[src/common/ppu_macros.svh]
`ifndef PPU_MACROS_SVH
`define PPU_MACROS_SVH

// raster geometry
`define PPU_DOTS        341
`define PPU_LINES       262
`define PPU_VIS_W       256
`define PPU_VIS_H       240
`define PPU_VBL_LINE    241
`define PPU_PRE_LINE    261

// next line prefetch window and vertical reload window
`define PPU_PREF_START  321
`define PPU_PREF_END    336
`define PPU_VRST_START  280
`define PPU_VRST_END    304

// control and mask bits
`define PPU_CTRL_INC    2
`define PPU_CTRL_BGPT   4
`define PPU_CTRL_NMI    7
`define PPU_MASK_BG     3

`endif

[src/common/ppu_pkg.sv]
package ppu_pkg;

    // cpu visible register map
    typedef enum logic [2:0] {
        REG_CTRL    = 3'd0,
        REG_MASK    = 3'd1,
        REG_STATUS  = 3'd2,
        REG_OAMADDR = 3'd3,
        REG_OAMDATA = 3'd4,
        REG_SCROLL  = 3'd5,
        REG_ADDR    = 3'd6,
        REG_DATA    = 3'd7
    } ppu_reg_e;

    // loopy layout yyy NN YYYYY XXXXX
    typedef struct packed {
        logic [2:0] fine_y;
        logic [1:0] nt;       // bit 0 horizontal, bit 1 vertical
        logic [4:0] coarse_y;
        logic [4:0] coarse_x;
    } ppu_scroll_t;

    typedef struct packed {
        logic        pad;
        logic [13:0] addr;
    } ppu_vaddr_t;

    // same 15 bits, seen as scroll or as vram address
    typedef union packed {
        ppu_scroll_t s;
        ppu_vaddr_t  a;
    } ppu_vaddr_u;

    typedef struct packed {
        logic       cs;
        logic       rw;       // 1 = read
        ppu_reg_e   addr;
        logic [7:0] wdata;
    } cpu_bus_t;

    typedef struct packed {
        logic [13:0] addr;
        logic        rd;
        logic        wr;
        logic [7:0]  wdata;
    } vram_bus_t;

    typedef struct packed {
        logic        nt;
        logic        attr;
        logic        pat;
        logic [13:0] pat_addr;
    } fetch_req_t;

    typedef struct packed {
        logic inc_x;
        logic inc_y;
        logic reset_x;
        logic reset_y;
    } scroll_step_t;

    // one fetched tile, handed from fetch to shifter
    typedef struct packed {
        logic [7:0] lo;
        logic [7:0] hi;
        logic [1:0] attr;
    } bg_tile_t;

    typedef struct packed {
        logic       valid;
        logic [4:0] idx;
    } bg_pix_t;

    typedef struct packed {
        logic       sel;
        logic       wr;
        logic [4:0] addr;
        logic [7:0] data;
    } pal_port_t;

endpackage

[src/hdl/palette_out.sv]
`timescale 1ns/1ps

module palette_out import ppu_pkg::*; (
    input  logic       clk,
    input  logic       rst,
    input  bg_pix_t    pix_i,
    input  pal_port_t  pal_i,
    output logic [7:0] pal_rdata_o,
    output logic [7:0] px_data_o,
    output logic       px_valid_o
);
    logic [7:0] mem_q [32];
    logic [4:0] cpu_addr;
    logic [4:0] pix_addr;
    logic [4:0] rd_addr;

    // 10/14/18/1C alias 00/04/08/0C
    assign cpu_addr = (pal_i.addr[1:0] == 2'b00) ? {1'b0, pal_i.addr[3:0]} : pal_i.addr;
    // transparent pixels show the backdrop
    assign pix_addr = (pix_i.idx[1:0] == 2'b00) ? 5'd0 : pix_i.idx;
    assign rd_addr  = pal_i.sel ? cpu_addr : pix_addr;

    assign pal_rdata_o = mem_q[rd_addr];

    always_ff @(posedge clk) begin
        if (pal_i.sel && pal_i.wr) mem_q[cpu_addr] <= pal_i.data;
        px_data_o <= pal_rdata_o;
    end

    always_ff @(posedge clk) begin
        if (rst) begin
            px_valid_o <= 1'b0;
        end else begin
            px_valid_o <= pix_i.valid;
        end
    end

endmodule

[src/hdl/ppu_regs.sv]
`timescale 1ns/1ps
`include "ppu_macros.svh"

module ppu_regs import ppu_pkg::*; (
    input  logic         clk,
    input  logic         rst,
    input  cpu_bus_t     cpu_i,
    output logic [7:0]   cpu_data_o,
    output vram_bus_t    vram_o,
    input  logic [7:0]   vram_data_i,
    input  fetch_req_t   fetch_i,
    input  scroll_step_t step_i,
    input  logic         vblank_i,
    output ppu_vaddr_u   v_o,
    output logic [2:0]   fine_x_o,
    output logic [7:0]   ctrl_o,
    output logic [7:0]   mask_o,
    output pal_port_t    pal_o,
    input  logic [7:0]   pal_rdata_i,
    output logic         nmi_o
);
    logic        cs_q;
    logic        rd_acc;
    logic        wr_acc;
    ppu_vaddr_u  v_q;
    ppu_vaddr_u  t_q;
    logic [2:0]  fine_x_q;
    logic [7:0]  ctrl_q;
    logic [7:0]  mask_q;
    logic        w_q;        // second write of a pair
    logic [7:0]  latch_q;    // cpu side io latch
    logic [7:0]  rbuf_q;
    logic        wr_q;
    logic        pal_wr_q;
    logic        buf_ld_q;
    logic        inc_q;
    logic        vbl_q;
    logic        nmi_occ_q;
    logic        vbl_rise;
    logic        vbl_fall;
    logic        in_pal;
    logic [7:0]  status;
    logic [13:0] attr_addr;
    logic [13:0] nt_addr;

    // one access per rising edge of the select
    assign rd_acc   = cpu_i.cs & ~cs_q & cpu_i.rw;
    assign wr_acc   = cpu_i.cs & ~cs_q & ~cpu_i.rw;
    assign vbl_rise = vblank_i & ~vbl_q;
    assign vbl_fall = ~vblank_i & vbl_q;
    assign in_pal   = (v_q.a.addr[13:8] == 6'h3F) && vblank_i;
    assign status   = {nmi_occ_q | vbl_rise, 2'b00, latch_q[4:0]};  // no sprite flags

    always_ff @(posedge clk) begin
        if (rst) begin
            cs_q      <= 1'b0;
            vbl_q     <= 1'b0;
            nmi_occ_q <= 1'b0;
            wr_q      <= 1'b0;
            pal_wr_q  <= 1'b0;
            buf_ld_q  <= 1'b0;
            inc_q     <= 1'b0;
            w_q       <= 1'b0;
            ctrl_q    <= 8'h00;
            mask_q    <= 8'h00;
            v_q       <= '0;
            t_q       <= '0;
            fine_x_q  <= 3'd0;
            latch_q   <= 8'h00;
            rbuf_q    <= 8'h00;
        end else begin
            cs_q     <= cpu_i.cs;
            vbl_q    <= vblank_i;
            wr_q     <= 1'b0;
            pal_wr_q <= 1'b0;
            buf_ld_q <= 1'b0;
            inc_q    <= 1'b0;

            if (vbl_rise) begin
                nmi_occ_q <= 1'b1;
            end else if (vbl_fall) begin
                nmi_occ_q <= 1'b0;
            end
            if (buf_ld_q) rbuf_q <= vram_data_i;  // address still holds old v

            if (rd_acc) begin
                case (cpu_i.addr)
                    REG_STATUS: begin
                        latch_q   <= status;
                        nmi_occ_q <= 1'b0;
                        w_q       <= 1'b0;
                    end
                    REG_DATA: begin
                        latch_q  <= in_pal ? pal_rdata_i : rbuf_q;
                        buf_ld_q <= 1'b1;
                        inc_q    <= 1'b1;
                    end
                    default: begin
                    end
                endcase
            end

            if (wr_acc) begin
                latch_q <= cpu_i.wdata;
                case (cpu_i.addr)
                    REG_CTRL: begin
                        ctrl_q   <= cpu_i.wdata;
                        t_q.s.nt <= cpu_i.wdata[1:0];
                    end
                    REG_MASK: mask_q <= cpu_i.wdata;
                    REG_SCROLL: begin
                        if (!w_q) begin
                            t_q.s.coarse_x <= cpu_i.wdata[7:3];
                            fine_x_q       <= cpu_i.wdata[2:0];
                        end else begin
                            t_q.s.coarse_y <= cpu_i.wdata[7:3];
                            t_q.s.fine_y   <= cpu_i.wdata[2:0];
                        end
                        w_q <= ~w_q;
                    end
                    REG_ADDR: begin
                        if (!w_q) begin
                            t_q.a.pad        <= 1'b0;
                            t_q.a.addr[13:8] <= cpu_i.wdata[5:0];
                        end else begin
                            t_q.a.addr[7:0] <= cpu_i.wdata;
                            v_q.a <= {t_q.a.pad, t_q.a.addr[13:8], cpu_i.wdata};
                        end
                        w_q <= ~w_q;
                    end
                    REG_DATA: begin
                        pal_wr_q <= in_pal;
                        wr_q     <= ~in_pal;
                        inc_q    <= 1'b1;
                    end
                    default: begin
                    end
                endcase
            end

            if (inc_q) v_q <= v_q + (ctrl_q[`PPU_CTRL_INC] ? 15'd32 : 15'd1);

            if (step_i.inc_y) begin
                if (&v_q.s.fine_y) begin
                    if (v_q.s.coarse_y == 5'd29) begin  // bottom row, next table down
                        v_q.s.coarse_y <= 5'd0;
                        v_q.s.nt[1]    <= ~v_q.s.nt[1];
                    end else begin
                        v_q.s.coarse_y <= v_q.s.coarse_y + 5'd1;  // 31 wraps without flip
                    end
                end
                v_q.s.fine_y <= v_q.s.fine_y + 3'd1;
            end

            if (step_i.inc_x) begin
                if (&v_q.s.coarse_x) v_q.s.nt[0] <= ~v_q.s.nt[0];
                v_q.s.coarse_x <= v_q.s.coarse_x + 5'd1;
            end

            if (step_i.reset_x) begin
                v_q.s.nt[0]    <= t_q.s.nt[0];
                v_q.s.coarse_x <= t_q.s.coarse_x;
            end

            if (step_i.reset_y) begin
                v_q.s.nt[1]    <= t_q.s.nt[1];
                v_q.s.coarse_y <= t_q.s.coarse_y;
                v_q.s.fine_y   <= t_q.s.fine_y;
            end
        end
    end

    // attribute table sits at 23C0 of each nametable
    assign attr_addr = {2'b10, v_q.s.nt, 4'b1111, v_q.s.coarse_y[4:2], v_q.s.coarse_x[4:2]};
    assign nt_addr   = {2'b10, v_q.a.addr[11:0]};

    always_comb begin
        if (fetch_i.attr) begin
            vram_o.addr = attr_addr;
        end else if (fetch_i.pat) begin
            vram_o.addr = fetch_i.pat_addr;
        end else if (fetch_i.nt) begin
            vram_o.addr = nt_addr;
        end else begin
            vram_o.addr = v_q.a.addr;
        end
        vram_o.wr    = wr_q;
        vram_o.rd    = ~wr_q;
        vram_o.wdata = latch_q;
    end

    assign pal_o.sel  = in_pal;
    assign pal_o.wr   = pal_wr_q;
    assign pal_o.addr = v_q.a.addr[4:0];
    assign pal_o.data = latch_q;

    assign nmi_o      = nmi_occ_q & ctrl_q[`PPU_CTRL_NMI];
    assign cpu_data_o = latch_q;
    assign v_o        = v_q;
    assign fine_x_o   = fine_x_q;
    assign ctrl_o     = ctrl_q;
    assign mask_o     = mask_q;

endmodule

[src/hdl/ppu_top.sv]
`timescale 1ns/1ps

module ppu_top import ppu_pkg::*; (
    input  logic       clk,
    input  logic       rst,
    input  cpu_bus_t   cpu_i,
    output logic [7:0] cpu_data_o,
    output vram_bus_t  vram_o,
    input  logic [7:0] vram_data_i,
    output logic [7:0] px_data_o,
    output logic       px_valid_o,
    output logic       nmi_o,
    output logic       vblank_o
);
    fetch_req_t   fetch;
    scroll_step_t step;
    ppu_vaddr_u   v;
    logic [2:0]   fine_x;
    logic [7:0]   ctrl;
    logic [7:0]   mask;
    pal_port_t    pal;
    logic [7:0]   pal_rdata;
    logic         load;
    bg_tile_t     tile;
    logic         active;
    bg_pix_t      pix;

    ppu_regs u_regs (
        .clk         (clk),
        .rst         (rst),
        .cpu_i       (cpu_i),
        .cpu_data_o  (cpu_data_o),
        .vram_o      (vram_o),
        .vram_data_i (vram_data_i),
        .fetch_i     (fetch),
        .step_i      (step),
        .vblank_i    (vblank_o),
        .v_o         (v),
        .fine_x_o    (fine_x),
        .ctrl_o      (ctrl),
        .mask_o      (mask),
        .pal_o       (pal),
        .pal_rdata_i (pal_rdata),
        .nmi_o       (nmi_o)
    );

    bg_fetch u_fetch (
        .clk         (clk),
        .rst         (rst),
        .v_i         (v),
        .ctrl_i      (ctrl),
        .mask_i      (mask),
        .vram_data_i (vram_data_i),
        .fetch_o     (fetch),
        .step_o      (step),
        .load_o      (load),
        .tile_o      (tile),
        .active_o    (active),
        .vblank_o    (vblank_o)
    );

    bg_shifter u_shifter (
        .clk      (clk),
        .rst      (rst),
        .load_i   (load),
        .tile_i   (tile),
        .fine_x_i (fine_x),
        .active_i (active),
        .pix_o    (pix)
    );

    palette_out u_palette (
        .clk         (clk),
        .rst         (rst),
        .pix_i       (pix),
        .pal_i       (pal),
        .pal_rdata_o (pal_rdata),
        .px_data_o   (px_data_o),
        .px_valid_o  (px_valid_o)
    );

endmodule

[src/render/bg_fetch.sv]
`timescale 1ns/1ps
`include "ppu_macros.svh"

module bg_fetch import ppu_pkg::*; (
    input  logic         clk,
    input  logic         rst,
    input  ppu_vaddr_u   v_i,
    input  logic [7:0]   ctrl_i,
    input  logic [7:0]   mask_i,
    input  logic [7:0]   vram_data_i,
    output fetch_req_t   fetch_o,
    output scroll_step_t step_o,
    output logic         load_o,
    output bg_tile_t     tile_o,
    output logic         active_o,
    output logic         vblank_o
);
    logic [8:0] dot_q;
    logic [8:0] line_q;
    logic [7:0] tile_idx_q;
    logic [2:0] phase;
    logic [1:0] quad;
    logic       render_en;
    logic       vis_line;
    logic       render_line;
    logic       fetch_dot;
    logic       fetching;

    always_ff @(posedge clk) begin
        if (rst) begin
            dot_q    <= 9'd0;
            line_q   <= 9'd0;
            vblank_o <= 1'b0;
        end else begin
            if (dot_q == `PPU_DOTS - 1) begin
                dot_q  <= 9'd0;
                line_q <= (line_q == `PPU_LINES - 1) ? 9'd0 : line_q + 9'd1;
            end else begin
                dot_q <= dot_q + 9'd1;
            end
            // high from (241,1) up to (261,1)
            if (line_q == `PPU_VBL_LINE && dot_q == 9'd0) begin
                vblank_o <= 1'b1;
            end else if (line_q == `PPU_PRE_LINE && dot_q == 9'd0) begin
                vblank_o <= 1'b0;
            end
        end
    end

    assign phase       = dot_q[2:0];
    assign render_en   = mask_i[`PPU_MASK_BG];
    assign vis_line    = line_q < `PPU_VIS_H;
    assign render_line = render_en && (vis_line || line_q == `PPU_PRE_LINE);
    assign fetch_dot   = (dot_q >= 9'd1 && dot_q <= `PPU_VIS_W) ||
                         (dot_q >= `PPU_PREF_START && dot_q <= `PPU_PREF_END);
    assign fetching    = render_line && fetch_dot;

    // nt on 1, attr on 3, pattern planes on 5 and 7
    assign fetch_o.nt       = fetching && phase == 3'd1;
    assign fetch_o.attr     = fetching && phase == 3'd3;
    assign fetch_o.pat      = fetching && phase[2] && phase[0];
    assign fetch_o.pat_addr = {1'b0, ctrl_i[`PPU_CTRL_BGPT], tile_idx_q, phase[1], v_i.s.fine_y};

    assign step_o.inc_x   = fetching && phase == 3'd0;  // end of each tile
    assign step_o.inc_y   = render_line && dot_q == `PPU_VIS_W;
    assign step_o.reset_x = render_line && dot_q == `PPU_VIS_W + 1;
    assign step_o.reset_y = render_en && line_q == `PPU_PRE_LINE &&
                            dot_q >= `PPU_VRST_START && dot_q <= `PPU_VRST_END;

    assign load_o   = step_o.inc_x;
    assign active_o = render_en && vis_line && dot_q >= 9'd1 && dot_q <= `PPU_VIS_W;

    // 2x2 tile quadrant inside the 32x32 attribute area
    assign quad = {v_i.s.coarse_y[1], v_i.s.coarse_x[1]};

    always_ff @(posedge clk) begin
        if (fetch_o.nt) tile_idx_q <= vram_data_i;
        if (fetch_o.attr) tile_o.attr <= vram_data_i[{quad, 1'b0} +: 2];
        if (fetch_o.pat) begin
            if (phase[1]) begin
                tile_o.hi <= vram_data_i;
            end else begin
                tile_o.lo <= vram_data_i;
            end
        end
    end

endmodule

[src/render/bg_shifter.sv]
`timescale 1ns/1ps

module bg_shifter import ppu_pkg::*; (
    input  logic       clk,
    input  logic       rst,
    input  logic       load_i,
    input  bg_tile_t   tile_i,
    input  logic [2:0] fine_x_i,
    input  logic       active_i,
    output bg_pix_t    pix_o
);
    logic [15:0] pat_lo_q;
    logic [15:0] pat_hi_q;
    logic [15:0] at_lo_q;
    logic [15:0] at_hi_q;
    logic [3:0]  bit_sel;
    logic [3:0]  idx;

    // shift by one when active, new byte into the low half on load
    function automatic logic [15:0] next_sr(input logic [15:0] cur, input logic [7:0] nb,
                                            input logic ld, input logic act);
        logic [15:0] res;
        res = cur;
        if (ld && act) begin
            res = {cur[14:7], nb};
        end else if (ld) begin
            res = {cur[7:0], nb};  // prefetch, no pixels going out
        end else if (act) begin
            res = {cur[14:0], 1'b0};
        end
        return res;
    endfunction

    always_ff @(posedge clk) begin
        pat_lo_q <= next_sr(pat_lo_q, tile_i.lo, load_i, active_i);
        pat_hi_q <= next_sr(pat_hi_q, tile_i.hi, load_i, active_i);
        at_lo_q  <= next_sr(at_lo_q, {8{tile_i.attr[0]}}, load_i, active_i);
        at_hi_q  <= next_sr(at_hi_q, {8{tile_i.attr[1]}}, load_i, active_i);
    end

    assign bit_sel = 4'd15 - {1'b0, fine_x_i};
    assign idx     = {at_hi_q[bit_sel], at_lo_q[bit_sel], pat_hi_q[bit_sel], pat_lo_q[bit_sel]};

    always_ff @(posedge clk) begin
        if (rst) begin
            pix_o <= '0;
        end else begin
            pix_o.valid <= active_i;
            pix_o.idx   <= {1'b0, idx};  // background half of the palette
        end
    end

endmodule

[config.mk]
export PLATFORM = sky130hd
export DESIGN_NAME = ppu_top
export DESIGN_NICKNAME = d
export VERILOG_FILES = /design/src/common/ppu_pkg.sv /design/src/hdl/palette_out.sv /design/src/hdl/ppu_regs.sv /design/src/hdl/ppu_top.sv /design/src/render/bg_fetch.sv /design/src/render/bg_shifter.sv
export VERILOG_INCLUDE_DIRS = /design/src /design/src/common
export SDC_FILE = /design/constraint.sdc
export NUM_CORES = 1
export LEC_CHECK = 0
export BUFFER_PORTS_ARGS = -buffer_cell sky130_fd_sc_hd__clkbuf_2
export CAP_MARGIN = 25
export CORE_UTILIZATION = 40
export CTS_CLUSTER_SIZE = 12
export DETAILED_ROUTE_END_ITERATION = 16
export HOLD_SLACK_MARGIN = 0.06
export PLACE_DENSITY = 0.62
export SETUP_SLACK_MARGIN = 0.5
export SYNTH_ARGS = -nofsm -noshare
export SYNTH_HDL_FRONTEND = slang
export SYNTH_SLANG_ARGS = --single-unit
[constraint.sdc]
create_clock -name clk -period 4.5 [get_ports clk]
set_clock_uncertainty 0.15 [all_clocks]
set_input_delay 0.9 -clock clk [delete_from_list [all_inputs] [get_ports clk]]
set_output_delay 0.9 -clock clk [all_outputs]
set_load 0.1 [all_outputs]
==> impl_metrics.py, run 1 <==
metrics = {
    "run_status": {
        "status": "complete, no violations",
    },
    "synthesis": {
        "ys_async_sr_fraction_pct": 0,
        "syn-cell-area_mm2": 0.0193,
        "synth-edff-count": 346,
        "yosys.area.top_type": "edfxtp_1",
        "syn_inst": 1495,
        "avgSynthCellArea_um2": 12.9,
        "synth_top_area_share_pct": 53.8,
        "seq_area_frac_synth_pct": 63.6,
        "ys.flop_type": "edfxtp_1",
        "synth_cell_type_count": 82,
        "synth_common_cells": "edfxtp_1 (346), nand2_1 (148), nor2_1 (147)",
        "synth_area_leaders": "edfxtp_1 (54%), dfxtp_1 (9.7%), mux2_2 (4.7%)",
        "ys_ff_latch": 440,
        "synth_most_common_cell": "edfxtp_1",
        "ys_warn_count": 0,
    },
    "finish": {
        "antenna_cells": 0,
        "syn2layout_area_growth_pct": 14.8,
        "nNetsFinal": 1642,
        "nFillCells": 4307,
        "layout.cells.non_filler": 2247,
        "fin_area_mm2": 0.0222,
        "layout-drive-gt1-share_pct": 20.6,
    },
    "sta": {
        "relSlewSlack_pct": 36.9,
        "setup_tns_ps": 0,
        "fin_crit_sh_pct": 86.6,
        "max_freq_mhz": 257,
        "maxSlewViolCount": 0,
        "worst_slack_ps": 605,
        "hold_viol": 0,
        "post-route-min-period_ps": 3900,
        "rsz0062_at_grt": "yes",
        "worst_pin_slew_ps": 943,
        "setup_viol": 0,
    },
    "clock_network": {
        "postCtsHoldBufs": 0,
        "clkLatencyLatePin_ps": 590,
        "h-tree-depth": 2,
        "clock_sinks": 440,
        "clockRootBuffer": "clkbuf_16",
        "clock_path_buffers": 3,
        "cts_tree": "yes",
        "cts_buffers": 46,
        "path_clk_slew_ps": 60,
    },
    "floorplanning": {
        "boundaryPins": 66,
        "start_util_pct": 40.5,
        "die_y_um": 222,
        "rows": 80,
        "dieWidth_um": 222,
        "fp.dieArea_mm2": 0.0491,
        "core-area_mm2": 0.0476,
    },
    "routing": {
        "firstDrtPassIters": 8,
        "vias": 12700,
        "drtIter0Drc": 1167,
        "detail_route.wl_per_cell_um": 22.0,
        "detail_route.drc_violations": 0,
        "avgViaCountPerCell": 5.65,
        "wl_um": 49300,
        "ant_nets": 0,
    },
    "setup_path": {
        "rrSetupSlack_ps": 830,
        "r2r-end": "u_regs.cpu_data_o[5]$_SDFFE_PP0P_",
        "cpPeakStageDelay_ps": 360,
        "r2r_cells": 11,
        "critical_path.n_buffers_inverters": 2,
        "endpoint_kind": "output pin",
        "cp.depth": 10,
        "endpoint": "vram_o[20]",
        "worst-path-max-fanout": 5,
        "start_kind": "flop",
        "cp-startpoint": "u_fetch.line_q[1]$_SDFFE_PP0P_",
        "critical_path_required_ps": 3450,
        "crit_family": "simple AND/OR/NAND/NOR gates",
        "cp.arrival_ps": 2850,
        "critPathKind": "flop to output pin",
        "rr_startpoint": "u_regs.v_o[0]$_SDFFE_PP0P_",
        "cp_cell_sequence": "inv_1, ha_1, nor3b_4, nand3_4, a21boi_2, o21a_2, nand3_1, nor2_4, mux2_2, clkbuf_8",
        "crit_slowest_cell": "mux2_2",
    },
    "power_and_ir_drop": {
        "powerDensity_mw_per_mm2": 389,
        "total_power_mw": 8.61,
        "vdd_drop_max_uv": 348,
        "p_leak_nw": 7.65,
    },
    "global_route": {
        "grt_util_met3_pct": 3.23,
        "grt.busiest_layer": "met2",
        "antenna_found_initial": 0,
        "grt_start_max_net_pins": 46,
        "use_met1_pct": 28.9,
        "gr-total-overflow": 0,
        "grt_use_met2_pct": 31.0,
        "grt_pass1_wl_um": 75500,
        "grt_usage_pct": 20.1,
        "grt_pass1_vias": 12300,
    },
    "placed_design": {
        "numPortBuffers": 65,
        "postPlaceCellArea_mm2": 0.0205,
        "dp_hpwl_um": 33600,
        "placed_cells": 2160,
        "place_ws_ps": 492,
        "gp_congestion": 0.874,
    },
    "flow_run": {
        "cap_violations": 0,
    },
    "hold_path": {
        "hold_class": "flop to flop",
    },
}
==> layout by cell type, fill, tap and decap left out, drive strengths merged, types with 13 or more instances in the layout <==
cell type  instances
nand3             46
nand2            151
mux2i             42
o2111ai           13
inv               17
mux4              19
dfxtp             94
edfxtp           346
nor3              22
a221oi            13
o21ai             35
and2              13
ha                18
a21oi             55
nor2b             15
a211oi            30
a31oi             15
nor2             149
clkbuf           129
nand4             23
mux2              92
a21o              16
buf               63
xor2              13
conb              32
o211ai            19
and3              23
==> timing repair <==
action,4_1_cts,5_1_grt
endpoints found under the setup margin,14,14
cloned,0,0
pin swaps,4,1
buffers inserted,2,4
resized for setup,36,9
==> state kept, by name (all words and copies together) (netlist names), 3 cells and up <==
signal / flops
u_regs.v_o: 15
u_shifter.at_hi_q: 16
u_regs.rbuf_q: 8
u_regs.ctrl_o: 3
u_shifter.pat_hi_q: 16
u_palette.mem_q: 256
u_regs.t_q: 15
u_fetch.tile_idx_q: 8
u_fetch.tile_o: 18
u_shifter.pix_o: 5
u_shifter.pat_lo_q: 16
u_fetch.dot_q: 9
u_shifter.at_lo_q: 16
u_fetch.line_q: 9
u_palette.px_data_o: 8
u_regs.fine_x_o: 3
u_regs.cpu_data_o: 8
==> metal layers <==
metal,up-vias,routed length [µm]
li1,5847,-
met1,6302,22100
met2,451,22600
met3,89,3240
met4,0,1420
met5,-,0
==> report_power, final <==
part / total, mW / switching [mW] / internal (mW)
clock: 3.68 / 1.55 / 2.13
combinational: 0.464 / 0.349 / 0.115
sequential: 4.46 / 0.0335 / 4.43
total: 8.61 / 1.93 / 6.68
==> logic make-up after synthesis <==
| family | count (synthesis) | synth area share, % |
|---|---|---|
| xor+xnor | 19 | 0.862 |
| buf+inv | 114 | 2.96 |
| flops | 440 | 63.6 |
| simple gates | 484 | 11.9 |
| mux | 153 | 9.86 |
| other cells | 1 | 0.0194 |
| fa+ha+maj | 19 | 1.22 |
| compound gates | 265 | 9.61 |
==> final cells by class <==
| type | count | area (µm²) | share of cell area, % |
|---|---|---|---|
| inverters | 16 | 60.1 | 0.271 |
| repair buffers | 125 | 885 | 3.99 |
| well taps | 615 | 769 | 3.47 |
| clock inverters | 12 | 128 | 0.576 |
| flip-flops and latches | 440 | 12300 | 55.4 |
| clock buffers | 67 | 1310 | 5.92 |
| multi-input cells | 972 | 6720 | 30.4 |
==> metrics by stage <==
step / utilization [%] / hold WS [ps]
final: 46.5 / 319
after global routing: 46.5 / 328
after CTS: 46.3 / 321
after detailed placement: 43.0 / 309
after global placement: 43.0 / 303
after floorplan: - / 264
==> how the worst min path moves through the flow <==
stage | startpoint | to | slack, ps | cells after the start
floorplan | u_shifter.pix_o[5]$_SDFF_PP0_ | u_palette.px_valid_o$_SDFF_PP0_ | 260 | 1
detailed placement | u_regs.t_q[5]$_SDFFE_PP0P_ | u_regs.v_o[5]$_SDFF_PP0_ | 310 | 2
finish | u_shifter.pix_o[5]$_SDFF_PP0_ | u_palette.px_valid_o$_SDFF_PP0_ | 320 | 1
global route | u_shifter.pix_o[5]$_SDFF_PP0_ | u_palette.px_valid_o$_SDFF_PP0_ | 330 | 1
global placement | u_regs.t_q[5]$_SDFFE_PP0P_ | u_regs.v_o[5]$_SDFF_PP0_ | 300 | 2
CTS | u_regs.t_q[5]$_SDFFE_PP0P_ | u_regs.v_o[5]$_SDFF_PP0_ | 320 | 2
(Power assumes the default switching activity.)
==> run 2: changes to the inputs <==
--- a/config.mk
+++ b/config.mk
@@ -9,11 +9,11 @@
 export BUFFER_PORTS_ARGS = -buffer_cell sky130_fd_sc_hd__clkbuf_2
 export CAP_MARGIN = 25
 export CORE_UTILIZATION = 40
+export CTS_BUF_LIST = sky130_fd_sc_hd__clkbuf_2 sky130_fd_sc_hd__clkbuf_4 sky130_fd_sc_hd__clkbuf_8
 export CTS_CLUSTER_SIZE = 12
 export DETAILED_ROUTE_END_ITERATION = 16
 export HOLD_SLACK_MARGIN = 0.06
 export PLACE_DENSITY = 0.62
-export SETUP_SLACK_MARGIN = 0.5
 export SYNTH_ARGS = -nofsm -noshare
 export SYNTH_HDL_FRONTEND = slang
 export SYNTH_SLANG_ARGS = --single-unit
==> impl_metrics.py, run 2 (synthesis results as in run 1) <==
metrics = {
    "floorplanning": {
        "core-area_mm2": 0.0476,
        "boundaryPins": 66,
        "start_util_pct": 40.5,
        "rows": 80,
        "die_y_um": 222,
        "dieWidth_um": 222,
        "fp.dieArea_mm2": 0.0491,
    },
    "global_route": {
        "grt_start_max_net_pins": 38,
        "grt_usage_pct": 20.4,
        "grt_pass1_wl_um": 76300,
        "antenna_found_initial": 2,
        "grt_pass1_vias": 12700,
        "gr-total-overflow": 0,
    },
    "clock_network": {
        "clockRootBuffer": "clkbuf_8",
        "postCtsHoldBufs": 0,
        "clock_sinks": 440,
        "cts_tree": "yes",
        "path_clk_slew_ps": 60,
        "cts_buffers": 74,
        "clock_path_buffers": 3,
        "h-tree-depth": 3,
        "clkLatencyLatePin_ps": 640,
    },
    "setup_path": {
        "cpPeakStageDelay_ps": 420,
        "critPathKind": "flop to output pin",
        "worst-path-max-fanout": 11,
        "critical_path.n_buffers_inverters": 1,
        "cp.arrival_ps": 3230,
        "crit_family": "simple AND/OR/NAND/NOR gates",
        "start_kind": "flop",
        "endpoint_kind": "output pin",
        "critical_path_required_ps": 3450,
        "cp_cell_sequence": "nor4_2, nand2_1, mux2i_1, o21a_1, nand3_1, nor2_2, mux2_2, clkbuf_4",
        "crit_slowest_cell": "dfxtp_1",
    },
    "flow_run": {
        "cap_violations": 0,
    },
    "power_and_ir_drop": {
        "total_power_mw": 8.51,
        "p_sw_mw": 1.98,
        "switching_share_pct": 23.3,
        "p_leak_nw": 7.73,
        "internal_power_mw": 6.53,
        "p_comb_share_pct": 5.3,
        "sequentialPowerShare_pct": 52.5,
        "clkPwrFrac_pct": 42.2,
        "powerDensity_mw_per_mm2": 386,
        "vdd_drop_max_uv": 209,
    },
    "finish": {
        "top_regs": "u_palette.mem_q x256, u_fetch.tile_o x18",
        "largest-register": "u_palette.mem_q",
        "nNetsFinal": 1668,
        "syn2layout_area_growth_pct": 14.3,
        "largest_reg_flops": 256,
        "postLayoutCoreUtil_pct": 46.3,
        "layout-drive-gt1-share_pct": 22.9,
        "layout.cells.non_filler": 2299,
        "fin_area_mm2": 0.0221,
        "final_common_cell": "edfxtp_1",
        "final_cell_mix": "edfxtp_1 (346), nor2_1 (146), nand2_1 (146)",
    },
    "hold_path": {
        "hold_class": "flop to flop",
    },
    "sta": {
        "hold_viol": 0,
        "rsz0062_at_grt": "no",
        "worst_pin_slew_ps": 1020,
        "fin_crit_sh_pct": 95.1,
        "post-route-min-period_ps": 4280,
        "setup_tns_ps": 0,
        "maxSlewViolCount": 0,
        "timing.hold.ws_ps": 322,
        "setup_viol": 0,
        "relSlewSlack_pct": 31.5,
        "max_freq_mhz": 234,
        "worst_slack_ps": 219,
    },
    "placed_design": {
        "numPortBuffers": 65,
        "placed_cells": 2166,
        "place_ws_ps": 385,
        "postPlaceCellArea_mm2": 0.0205,
        "dp_hpwl_um": 33400,
        "gp_congestion": 0.873,
    },
    "routing": {
        "vias": 12800,
        "ant_nets": 0,
        "avgViaCountPerCell": 5.56,
        "firstDrtPassIters": 5,
        "drtIter0Drc": 933,
        "detail_route.drc_violations": 0,
        "detail_route.wl_per_cell_um": 21.6,
        "wl_um": 49700,
    },
    "run_status": {
        "status": "complete, no violations",
    },
}
-- run 2: cell types whose count changed in the layout (fill, tap and decap cells not counted), sizes merged --
cell and change:
buf -4, bufinv -1, clkbuf +44, clkinv +12
diode +1
-- run 2: worst min-delay path, stage by stage, from the launching register on --
cell and delay (ps):
dfxtp_1 320, nand2_1 60, a21oi_1 50
-- run 2: path summary, 6_finish.rpt --
check                         startpoint                           endpoint  slack [ps]  depth (start not counted)
min reg2reg   u_regs.t_q[5]$_SDFFE_PP0P_           u_regs.v_o[5]$_SDFF_PP0_         320                          2
max          u_fetch.dot_q[2]$_SDFF_PP0_                         vram_o[20]         220                          8
max reg2reg  u_regs.v_o[13]$_SDFFE_PP0P_  u_regs.cpu_data_o[1]$_SDFFE_PP0P_         810                          9
min           u_regs.t_q[5]$_SDFFE_PP0P_           u_regs.v_o[5]$_SDFF_PP0_         320                          2
-- run 2: layer usage --
| layer | part of all wire (%) | track usage [%] |
|---|---|---|
| met4 | 3.0 | 8.51 |
| met3 | 6.6 | 4.62 |
| met5 | 0 | 0 |
| met1 | 45 | 27.7 |
| met2 | 46 | 31.5 |
-- run 2: power groups by stage --
stage / clock network (mW) / logic, mW / registers [mW]
floorplan: 0 / 0.266 / 4.60
detailed placement: 0 / 0.450 / 4.55
CTS: 3.68 / 0.451 / 4.47
global placement: 0 / 0.446 / 4.55
global route: 3.85 / 0.481 / 4.47
finish: 3.59 / 0.453 / 4.47
-- run 2: layout make-up --
| cell class | count | area (µm²) |
|---|---|---|
| Antenna cell | 1 | 2.50 |
| Clock buffer | 109 | 1350 |
| Clock inverter | 23 | 149 |
| Fill cell | 4290 | 25600 |
| Inverter | 16 | 60.1 |
| Multi-Input combinational cell | 972 | 6660 |
| Sequential cell | 440 | 12300 |
| Tap cell | 615 | 769 |
| Timing Repair Buffer | 123 | 803 |
-- run 2: timing repair --
item,4_1_cts,5_1_grt
resized for setup,17,4
buffers inserted,0,0
setup endpoints to repair,14,14
